File: config.mk
export PLATFORM = sky130hd
export DESIGN_NAME = exec_top
export DESIGN_NICKNAME = d
export VERILOG_FILES = /design/src/hw/exec_pkg.sv /design/src/hw/exec_alu.sv /design/src/hw/exec_branch.sv /design/src/hw/exec_flags.sv /design/src/hw/exec_pipestage.sv /design/src/hw/exec_top.sv
export SDC_FILE = /design/constraint.sdc
export NUM_CORES = 1
export LEC_CHECK = 0
export ABC_AREA = 1
export BUFFER_PORTS_ARGS = -buffer_cell sky130_fd_sc_hd__buf_2
export CORE_UTILIZATION = 34
export DETAILED_ROUTE_END_ITERATION = 6
export PLACE_DENSITY = 0.63
export SKIP_LAST_GASP = 1
export SYNTH_ARGS = -nofsm -noshare
export SYNTH_HDL_FRONTEND = slang
export SYNTH_SLANG_ARGS = --single-unit
export TNS_END_PERCENT = 10
File: constraint.sdc
create_clock -name clk -period 6.3 [get_ports clk]
set_input_delay 1.89 -clock clk [delete_from_list [all_inputs] [get_ports clk]]
set_output_delay 1.89 -clock clk [all_outputs]
set_load 0.02 [all_outputs]
File: src/hw/exec_pkg.sv
/*
 * Execute stage shared definitions.
 * Data and flag widths, operand size codes, ALU and branch encodings.
 */
package exec_pkg;

    localparam int XLEN   = 32;
    localparam int FLAG_W = 5;

    // Flag bit positions
    localparam int FLAG_CF = 0;
    localparam int FLAG_ZF = 1;
    localparam int FLAG_SF = 2;
    localparam int FLAG_OF = 3;
    localparam int FLAG_DF = 4;

    typedef logic [XLEN-1:0]   word_t;
    typedef logic [FLAG_W-1:0] flags_t;
    typedef logic [2:0]        reg_idx_t;
    typedef logic [1:0]        opsize_t;
    typedef logic [3:0]        inst_len_t;

    // Operand size codes, 3 falls back to 32 bits
    localparam opsize_t OPSIZE_8  = 2'd0;
    localparam opsize_t OPSIZE_16 = 2'd1;
    localparam opsize_t OPSIZE_32 = 2'd2;

    typedef enum logic [2:0] {
        ALU_ADD, ALU_SUB, ALU_AND, ALU_OR,
        ALU_XOR, ALU_SHL, ALU_SHR, ALU_PASS
    } alu_op_e;

    typedef enum logic [2:0] {
        COND_NONE, COND_ALWAYS, COND_Z, COND_NZ,
        COND_C, COND_NC, COND_S, COND_NS
    } cond_e;

    // Writeback payload
    // result, dest reg, opsize, pc, flags, taken, jump address, mispredict
    localparam int WB_WIDTH = $bits(word_t) + $bits(reg_idx_t) + $bits(opsize_t)
                            + $bits(word_t) + $bits(flags_t) + 1
                            + $bits(word_t) + 1;

endpackage

File: src/hw/exec_alu.sv
/*
 * Execute ALU.
 * Size-aware add, sub, logic, shift and pass with arithmetic flags
 * and a per-flag write mask.
 */
`timescale 1ns/1ps

module exec_alu
    import exec_pkg::*;
(
    input  word_t   a,
    input  word_t   b,
    input  alu_op_e alu_op,
    input  opsize_t opsize,
    output word_t   alu_out,
    output flags_t  flags_new,
    output flags_t  flags_we
);

    logic [4:0]    msb;
    logic [5:0]    cbit;
    word_t         mask;
    word_t         a_m;
    word_t         b_m;
    logic [4:0]    count;
    logic [XLEN:0] wide;
    word_t         res;
    logic          cf;
    logic          of;
    logic          wr;

    always_comb begin
        case (opsize)
            OPSIZE_8: begin
                msb  = 5'd7;
                mask = 32'h0000_00ff;
            end
            OPSIZE_16: begin
                msb  = 5'd15;
                mask = 32'h0000_ffff;
            end
            default: begin
                msb  = 5'd31;
                mask = 32'hffff_ffff;
            end
        endcase
    end

    // Carry out sits one above the sized msb
    assign cbit  = {1'b0, msb} + 6'd1;
    assign a_m   = a & mask;
    assign b_m   = b & mask;
    assign count = b[4:0];

    always_comb begin
        wide = '0;
        res  = '0;
        cf   = 1'b0;
        of   = 1'b0;
        wr   = 1'b1;
        case (alu_op)
            ALU_ADD: begin
                wide = {1'b0, a_m} + {1'b0, b_m};
                res  = wide[XLEN-1:0] & mask;
                cf   = wide[cbit];
                of   = (a_m[msb] == b_m[msb]) && (res[msb] != a_m[msb]);
            end
            ALU_SUB: begin
                wide = {1'b0, a_m} - {1'b0, b_m};
                res  = wide[XLEN-1:0] & mask;
                cf   = wide[cbit];
                of   = (a_m[msb] != b_m[msb]) && (res[msb] != a_m[msb]);
            end
            ALU_AND: res = a_m & b_m;
            ALU_OR:  res = a_m | b_m;
            ALU_XOR: res = a_m ^ b_m;
            ALU_SHL: begin
                wide = {1'b0, a_m} << count;
                res  = wide[XLEN-1:0] & mask;
                cf   = wide[cbit];
                wr   = (count != 5'd0);
            end
            ALU_SHR: begin
                // Extra low bit catches the last bit shifted out
                wide = {a_m, 1'b0} >> count;
                res  = wide[XLEN:1];
                cf   = wide[0];
                wr   = (count != 5'd0);
            end
            default: begin
                res = b_m;
                wr  = 1'b0;
            end
        endcase
    end

    always_comb begin
        alu_out            = res;
        flags_new          = '0;
        flags_new[FLAG_CF] = cf;
        flags_new[FLAG_ZF] = (res == '0);
        flags_new[FLAG_SF] = res[msb];
        flags_new[FLAG_OF] = of;
        flags_we           = '0;
        flags_we[FLAG_CF]  = wr;
        flags_we[FLAG_ZF]  = wr;
        flags_we[FLAG_SF]  = wr;
        flags_we[FLAG_OF]  = wr;
    end

endmodule

File: src/hw/exec_branch.sv
/*
 * Conditional branch resolver.
 * Evaluates the condition on the current flags and forms the
 * redirect address and the misprediction bit.
 */
`timescale 1ns/1ps

module exec_branch
    import exec_pkg::*;
(
    input  cond_e     cond,
    input  logic      predicted_taken,
    input  flags_t    flags,
    input  word_t     pc,
    input  inst_len_t inst_len,
    input  word_t     disp,
    output logic      taken,
    output word_t     jump_address,
    output logic      misprediction
);

    word_t fall_through;

    always_comb begin
        case (cond)
            COND_NONE:   taken = 1'b0;
            COND_ALWAYS: taken = 1'b1;
            COND_Z:      taken = flags[FLAG_ZF];
            COND_NZ:     taken = !flags[FLAG_ZF];
            COND_C:      taken = flags[FLAG_CF];
            COND_NC:     taken = !flags[FLAG_CF];
            COND_S:      taken = flags[FLAG_SF];
            COND_NS:     taken = !flags[FLAG_SF];
            default:     taken = 1'b0;
        endcase
    end

    // Next sequential instruction
    assign fall_through = pc + word_t'(inst_len);

    always_comb begin
        if (taken) begin
            jump_address = fall_through + disp;
        end else begin
            jump_address = fall_through;
        end
    end

    assign misprediction = (taken != predicted_taken);

endmodule

File: src/hw/exec_flags.sv
/*
 * Architectural flags register.
 * Masked update from the ALU plus direction flag set and clear.
 */
`timescale 1ns/1ps

module exec_flags
    import exec_pkg::*;
(
    input  logic   clk,
    input  logic   arst_n,
    input  logic   accept,
    input  flags_t flags_new,
    input  flags_t flags_we,
    input  logic   set_d_flag,
    input  logic   clear_d_flag,
    output flags_t flags_q,
    output flags_t flags_next
);

    flags_t flags_r;

    always_comb begin
        // Only written bits come from the ALU
        flags_next = (flags_r & ~flags_we) | (flags_new & flags_we);

        if (set_d_flag) begin
            flags_next[FLAG_DF] = 1'b1;
        end else if (clear_d_flag) begin
            flags_next[FLAG_DF] = 1'b0;
        end
    end

    always_ff @(posedge clk or negedge arst_n) begin
        if (!arst_n) begin
            flags_r <= '0;
        end else if (accept) begin
            flags_r <= flags_next;
        end
    end

    assign flags_q = flags_r;

endmodule

File: src/hw/exec_pipestage.sv
/*
 * Execute to writeback pipestage.
 * One-entry valid/ready register with a full bit and flush.
 */
`timescale 1ns/1ps

module exec_pipestage
    import exec_pkg::*;
(
    input  logic                clk,
    input  logic                arst_n,
    input  logic                flush,
    input  logic                in_valid,
    output logic                in_ready,
    input  logic [WB_WIDTH-1:0] in_data,
    output logic                accept,
    output logic                out_valid,
    input  logic                out_ready,
    output logic [WB_WIDTH-1:0] out_data
);

    logic                full_q;
    logic [WB_WIDTH-1:0] data_q;

    // Room when empty or draining this cycle
    assign in_ready  = !flush && (!full_q || out_ready);
    assign accept    = in_valid && in_ready;
    assign out_valid = full_q;
    assign out_data  = data_q;

    always_ff @(posedge clk or negedge arst_n) begin
        if (!arst_n) begin
            full_q <= 1'b0;
        end else if (flush) begin
            full_q <= 1'b0;
        end else if (accept) begin
            full_q <= 1'b1;
        end else if (out_ready) begin
            full_q <= 1'b0;
        end
    end

    always_ff @(posedge clk) begin
        if (accept) begin
            data_q <= in_data;
        end
    end

endmodule

File: src/hw/exec_top.sv
/*
 * Execute stage top level.
 * ALU, flags register and branch resolver feeding the writeback pipestage.
 */
`timescale 1ns/1ps

module exec_top
    import exec_pkg::*;
(
    input  logic      clk,
    input  logic      arst_n,
    input  logic      flush,

    // Decode side
    input  logic      e_valid,
    output logic      e_ready,
    input  word_t     e_op_a,
    input  word_t     e_op_b,
    input  alu_op_e   e_alu_op,
    input  opsize_t   e_opsize,
    input  reg_idx_t  e_dest_reg,
    input  cond_e     e_cond,
    input  logic      e_branch_taken,
    input  word_t     e_pc,
    input  inst_len_t e_inst_len,
    input  logic      e_set_d_flag,
    input  logic      e_clear_d_flag,

    // Writeback side
    input  logic      wb_ready,
    output logic      wb_valid,
    output word_t     wb_result,
    output reg_idx_t  wb_dest_reg,
    output opsize_t   wb_opsize,
    output word_t     wb_pc,
    output flags_t    wb_flags,
    output logic      wb_branch_taken,
    output word_t     wb_jump_address,
    output logic      wb_br_misprediction
);

    word_t               alu_out;
    flags_t              alu_flags;
    flags_t              alu_flags_we;
    flags_t              flags_q;
    flags_t              flags_next;
    logic                accept;
    logic                br_taken;
    word_t               br_address;
    logic                br_mispredict;
    logic [WB_WIDTH-1:0] pipe_in;
    logic [WB_WIDTH-1:0] pipe_out;

    exec_alu u_alu (
        .a         (e_op_a),
        .b         (e_op_b),
        .alu_op    (e_alu_op),
        .opsize    (e_opsize),
        .alu_out   (alu_out),
        .flags_new (alu_flags),
        .flags_we  (alu_flags_we)
    );

    exec_flags u_flags (
        .clk          (clk),
        .arst_n       (arst_n),
        .accept       (accept),
        .flags_new    (alu_flags),
        .flags_we     (alu_flags_we),
        .set_d_flag   (e_set_d_flag),
        .clear_d_flag (e_clear_d_flag),
        .flags_q      (flags_q),
        .flags_next   (flags_next)
    );

    // Displacement rides on operand b
    exec_branch u_branch (
        .cond            (e_cond),
        .predicted_taken (e_branch_taken),
        .flags           (flags_q),
        .pc              (e_pc),
        .inst_len        (e_inst_len),
        .disp            (e_op_b),
        .taken           (br_taken),
        .jump_address    (br_address),
        .misprediction   (br_mispredict)
    );

    assign pipe_in = {alu_out, e_dest_reg, e_opsize, e_pc, flags_next,
                      br_taken, br_address, br_mispredict};

    exec_pipestage u_stage (
        .clk       (clk),
        .arst_n    (arst_n),
        .flush     (flush),
        .in_valid  (e_valid),
        .in_ready  (e_ready),
        .in_data   (pipe_in),
        .accept    (accept),
        .out_valid (wb_valid),
        .out_ready (wb_ready),
        .out_data  (pipe_out)
    );

    assign {wb_result, wb_dest_reg, wb_opsize, wb_pc, wb_flags,
            wb_branch_taken, wb_jump_address, wb_br_misprediction} = pipe_out;

endmodule

; Word level (Yosys, flattened, before mapping)
; Cells that the tools add are included.
[word_totals]
elab_cells = 90
ff_bits = 114
output_inout_bits = 110
[classes]
n_eq_ne = 19
n_bitwise = 12
n_addsub = 5
mux = 29
shifts = 2
n_reduce_logical = 18
magnitude_cmp = 2
[op_table]
columns = op, n
row1 = 32-bit one-hot mux with 7 select lines, 1
row2 = 32-bit AND, 6
row3 = 32-bit one-hot mux with 2 select lines, 1
row4 = 32-bit by 32-bit adder with 33-bit output, 1
row5 = 32-bit by 5-bit left shift with 33-bit output, 1
row6 = 33-bit by 5-bit right shift with 33-bit output, 1
row7 = 32-bit by 32-bit subtractor with 33-bit output, 1
row8 = 32-bit adder, 1
row9 = 32-bit by 4-bit adder with 32-bit output, 1
row10 = 32-bit logical NOT, 1
row11 = 32-bit two-way mux, 1
row12 = 32-bit OR, 1
row13 = 32-bit bitwise XOR, 1
row14 = 1-bit binary-select mux with 5-bit select, 5
row15 = "3-bit == test, second input constant", 7
row16 = 1-bit binary-select mux with 6-bit select, 3
row17 = 1-bit two-way mux, 13
row18 = "3-bit by 2-bit == test with 1-bit output, second input constant", 4
row19 = 5-bit one-hot mux with 2 select lines, 1
row20 = 1-bit one-hot mux with 8 select lines, 1
row21 = "6-bit by 7-bit < comparator with 1-bit output, second input constant", 1
row22 = "5-bit by 1-bit adder with 6-bit output, second input constant", 1
row23 = "3-bit by 1-bit == test with 1-bit output, second input constant", 2
row24 = 3-bit logical NOT, 2
row25 = other kinds (18), 29

; Longest topological paths before layout
[depth]
ltp_word = 14
depth_mapped = 32
depth_no_buf = 29

; By module
; Synthesis repeated with hierarchy kept, for this count alone.
[unflattened]
hier_cells = 3171
area_unflattened_um2 = 18467.7
[modules_own_cells]
columns = module, seq_area_each_um2, cells_per_inst, instances, area_per_inst_um2
row1 = exec_alu, 0.0, 2338, 1, 11298.3
row2 = exec_branch, 0.0, 678, 1, 3592.2
row3 = exec_pipestage, 3268.1, 117, 1, 3306.9
row4 = exec_flags, 125.1, 38, 1, 270.3

; Worst setup path before layout
; OpenSTA, ideal clock, no wires.
[synth_path]
path_type = input -> register
from = input port wb_ready
to = register u_stage.data_q[0], in the netlist u_stage.out_data[0], enable pin
n_path_buf = 0
path_stages = 6
setup_slack_ps = 875
t_arrival_ps = 4318
cell_sequence = inv_1 -> nand2_1 -> inv_1 -> nor2_1 -> nand2_1 -> clkinv_1
[synth_via]
elab_chain_len = 3
[synth_lines]
columns = element, line_no
row1 = start: declaration, exec_top.sv:30  ; input logic wb_ready,
row2 = 1-bit logical OR, exec_pipestage.sv:26  ; assign in_ready = !flush && (!full_q || out_ready);
row3 = 1-bit logical AND, exec_pipestage.sv:26
row4 = via e_ready, exec_top.sv:16  ; output logic e_ready,
row5 = 1-bit logical AND, exec_pipestage.sv:27  ; assign accept = in_valid && in_ready;
row6 = via accept, exec_top.sv:47  ; logic accept;
row7 = end signal: assignment, exec_pipestage.sv:45  ; data_q <= in_data;
row8 = end: declaration, exec_pipestage.sv:23  ; logic [WB_WIDTH-1:0] data_q;
; The timed path passes the listed nets, and every way through them passes these cells.
; A chain may end at the register's enable or synchronous reset.

; Worst setup path in the final report
[layout_path]
from = input port e_pc[0]
to = register u_stage.data_q[30], in the netlist u_stage.out_data[30] (data pin)
[layout_via]
elab_chain_len = 3
[layout_lines]
columns = element, line_no
row1 = start: declaration, exec_top.sv:24  ; input word_t e_pc,
row2 = 32-bit by 4-bit adder with 32-bit output (*), exec_branch.sv:39  ; assign fall_through = pc + word_t'(inst_len);
row3 = 32-bit adder, exec_branch.sv:43  ; jump_address = fall_through + disp;
row4 = 32-bit two-way mux (*), exec_branch.sv:42  ; if (taken) begin
row5 = via br_address[29], exec_top.sv:49  ; word_t br_address;
; The timed path passes the listed nets; every way through them passes the cells marked *.

==> impl_metrics.tcl <==
set metrics [dict create \
    hp-class "reg -> reg" \
    die_x_um 226 \
    io_buffers 228 \
    min_period_over_period_pct 87.9 \
    p_int_mw 2.01 \
    synth.avg_cell_area_um2 5.93 \
    clkPwrFrac_pct 29.4 \
    drt_iter0_drc 2447 \
    max-slew-margin-rel_pct 48.0 \
    clk_path_buf_depth 2 \
    fmax_ghz 0.181 \
    hold_viol 0 \
    ys_top_cells_by_count "nand2_1, inv_1, nand3_1, nor2_1, a21oi_1" \
    post_cts_buffers 0 \
    hold_slack_ns 0.496 \
    grt_pass1_wl_mm 114 \
    antenna_found_initial 1 \
    drc_errors 0 \
    p_switching_mw 1.49 \
    busiest_layer "met2" \
    yosys_warnings 0 \
    slowest_stage "ha_1" \
    routabilityCongestion 1.06 \
    grt_pass1_vias 18400 \
    fin_setup_tns_ns 0 \
    start_kind "input pin" \
    final_nets 3337 \
    cts-resized-gates 0 \
    cts_tree "yes" \
    grt_use_total_pct 30.0 \
    maxCapViolCount 0 \
    clock_skew_ns 0.00897 \
    synth-seq-area-share_pct 19.8 \
    synth.most_common_cell "nand2_1" \
    ys_types 60 \
    wl_per_cell_um 21.0 \
    setup_violations 0 \
    place_area_um2 18900 \
    fin_util_pct 39.7 \
    drv_slew 0 \
    cts_made_buffers 17 \
    crit_family "simple AND/OR/NAND/NOR gates" \
    cp_max_fo 4 \
    finalWirelength_mm 78.6 \
    crit_path_max_incr_delay_ns 0.35 \
    status "finished clean" \
    vias 20400 \
    cts.htree.levels 4 \
    worst-slew-pin-transition_ns 0.778 \
    die_y_um 226 \
    pin_count 229 \
    dp.cells 3715 \
    clkLatencyLatePin_ns 0.42 \
    fin_area_um2 19600 \
    p_seq_share_pct 26.2 \
    clkSlewWorstSetupHoldPaths_ns 0.06 \
    cts_hold_buf 0 \
    p_leak_nw 10.4 \
    synth_nets 3155 \
    syn2layout_area_growth_pct 14.2 \
    cp-end-kind "flip-flop" \
    period_minus_slack_ns 5.53 \
    synth_area_leaders "nand2_1, edfxtp_1, ha_1, inv_1, nand3_1" \
    grt_max_degree 78 \
    initial_core_util_pct 34.8 \
    pwr-share-comb_pct 44.3 \
    async_flop_share_pct 5.26 \
    drive_gt1_share_pct 12.0 \
    synth_ff_type "edfxtp_1" \
    critPathMostFrequentCell "nand2_1" \
    vias_per_cell 5.45 \
    swShare_pct 42.5 \
    critPathKind "in -> reg" \
    synth_area_um2 17100 \
    n_antenna_cell 0 \
    fin_cells 3747 \
    rsz0062_at_grt "no" \
    synth_top_area_share_pct 21.1 \
    crit_required_ns 6.46 \
    synth_top_area_cell "nand2_1" \
    cts-root-buf "clkbuf_16" \
    netlist_instances 2888 \
    met3_usage_pct 4.83 \
    post-dp-hpwl_mm 64.7 \
    crit_arrival_ns 5.69 \
    rows 81 \
    ys_ff_latch 114 \
    drt_pass1_iterations 7 \
    crit_buf_inv 2 \
    die_area_um2 51200 \
    cts.sinks 114 \
    gr-usage-met1_pct 40.3 \
    antenna_left 0 \
    core_area_um2 49300 \
    ir_drop_mv 0.185 \
    grtUsageMet2_pct 46.4 \
    grt_overflow 0 \
    synth_edf_count 108 \
    power_density_nw_per_um2 179 \
]
## power groups by stage
stage / combinational [mW] / sequential, mW / clock [mW]
final: 1.55 / 0.919 / 1.03
after global routing: 1.69 / 0.923 / 1.07
after CTS: 1.51 / 0.919 / 1.04
after detailed placement: 1.50 / 0.935 / 0
after global placement: 1.51 / 0.933 / 0
after floorplan: 0.933 / 0.992 / 0
## stage by stage
step | total power, mW | setup slack (ns)
after floorplan | 1.92 | 0.875
after global placement | 2.44 | 0.404
after detailed placement | 2.44 | 0.413
after CTS | 3.47 | 0.850
after global routing | 3.68 | 0.359
final | 3.50 | 0.765
## worst reg2reg max path: cells and delay by family, from the launching register on
family / cells / cell delay, ns
flip-flops: 1 / 0.39
buffers and inverters: 3 / 1.07
AND/OR/NAND/NOR: 3 / 0.37
## layout by cell type (no fill, tap or decap), types with 11 or more instances in the layout
| cell | netlist | layout |
|---|---|---|
| nand2_2 | 14 | 14 |
| o21ai_0 | 130 | 130 |
| a31oi_1 | 17 | 17 |
| nor2_2 | 11 | 11 |
| nand2_1 | 963 | 963 |
| o22ai_1 | 13 | 13 |
| o211ai_1 | 16 | 16 |
| inv_1 | 425 | 425 |
| buf_4 | 6 | 39 |
| edfxtp_1 | 108 | 108 |
| a21oi_1 | 149 | 149 |
| nand4_1 | 35 | 35 |
| ha_1 | 144 | 144 |
| nand3_1 | 295 | 295 |
| clkbuf_16 | 0 | 17 |
| o21bai_1 | 14 | 14 |
| o21ai_1 | 33 | 33 |
| xnor2_1 | 18 | 17 |
| buf_2 | 52 | 228 |
| nor2_1 | 212 | 212 |
| nor3_1 | 32 | 32 |
| xor2_1 | 38 | 38 |
## metal layers
metal | part of all wire (%) | wire [µm]
met5 | 0 | 0
met4 | 5.5 | 4350
met3 | 9.4 | 7410
met2 | 43 | 34100
met1 | 42 | 32700
## final timing paths
| check | from | to | slack [ns] | cells past startpoint |
|---|---|---|---|---|
| max in group asynchronous | arst_n | u_flags.flags_q[0] | 4.70 | 1 |
| hold / removal | u_flags.flags_q[3] | u_flags.flags_q[3] | 0.50 | 2 |
| setup reg to reg | u_stage.out_valid | u_stage.out_data[100] | 4.06 | 6 |
| min in group asynchronous | arst_n | u_flags.flags_q[4] | 1.35 | 1 |
| hold reg to reg | u_flags.flags_q[3] | u_flags.flags_q[3] | 0.50 | 2 |
| setup / recovery | e_pc[0] | u_stage.out_data[30] | 0.77 | 25 |
## cells by family (layout without fill, tap and decap cells)
| kind of cell | Yosys count | count (layout) | synth area share (%) |
|---|---|---|---|
| buffers and inverters | 544 | 739 | 12.7 |
| xor gates and xnor gates | 56 | 56 | 2.87 |
| DFF | 114 | 114 | 19.8 |
| adders and majority gates | 148 | 148 | 11.0 |
| and+or+nand+nor | 1603 | 1603 | 39.5 |
| AOI/OAI and AO/OA | 423 | 423 | 14.1 |
## area by class of cell
| class | count | area (µm²) |
|---|---|---|
| Fill cell | 5487 | 29700 |
| Clock buffer | 18 | 429 |
| Timing Repair Buffer | 271 | 1510 |
| Sequential cell | 114 | 3390 |
| Multi-Input combinational cell | 2230 | 11600 |
| Clock inverter | 14 | 189 |
| Inverter | 436 | 1640 |
| Tap cell | 664 | 831 |
## sequential cells by signal, indices dropped and copies added (netlist names)
signal             flops
u_flags.flags_q        5
u_stage.out_valid      1
u_stage.out_data     108
Power figures use the tool's default switching activity.
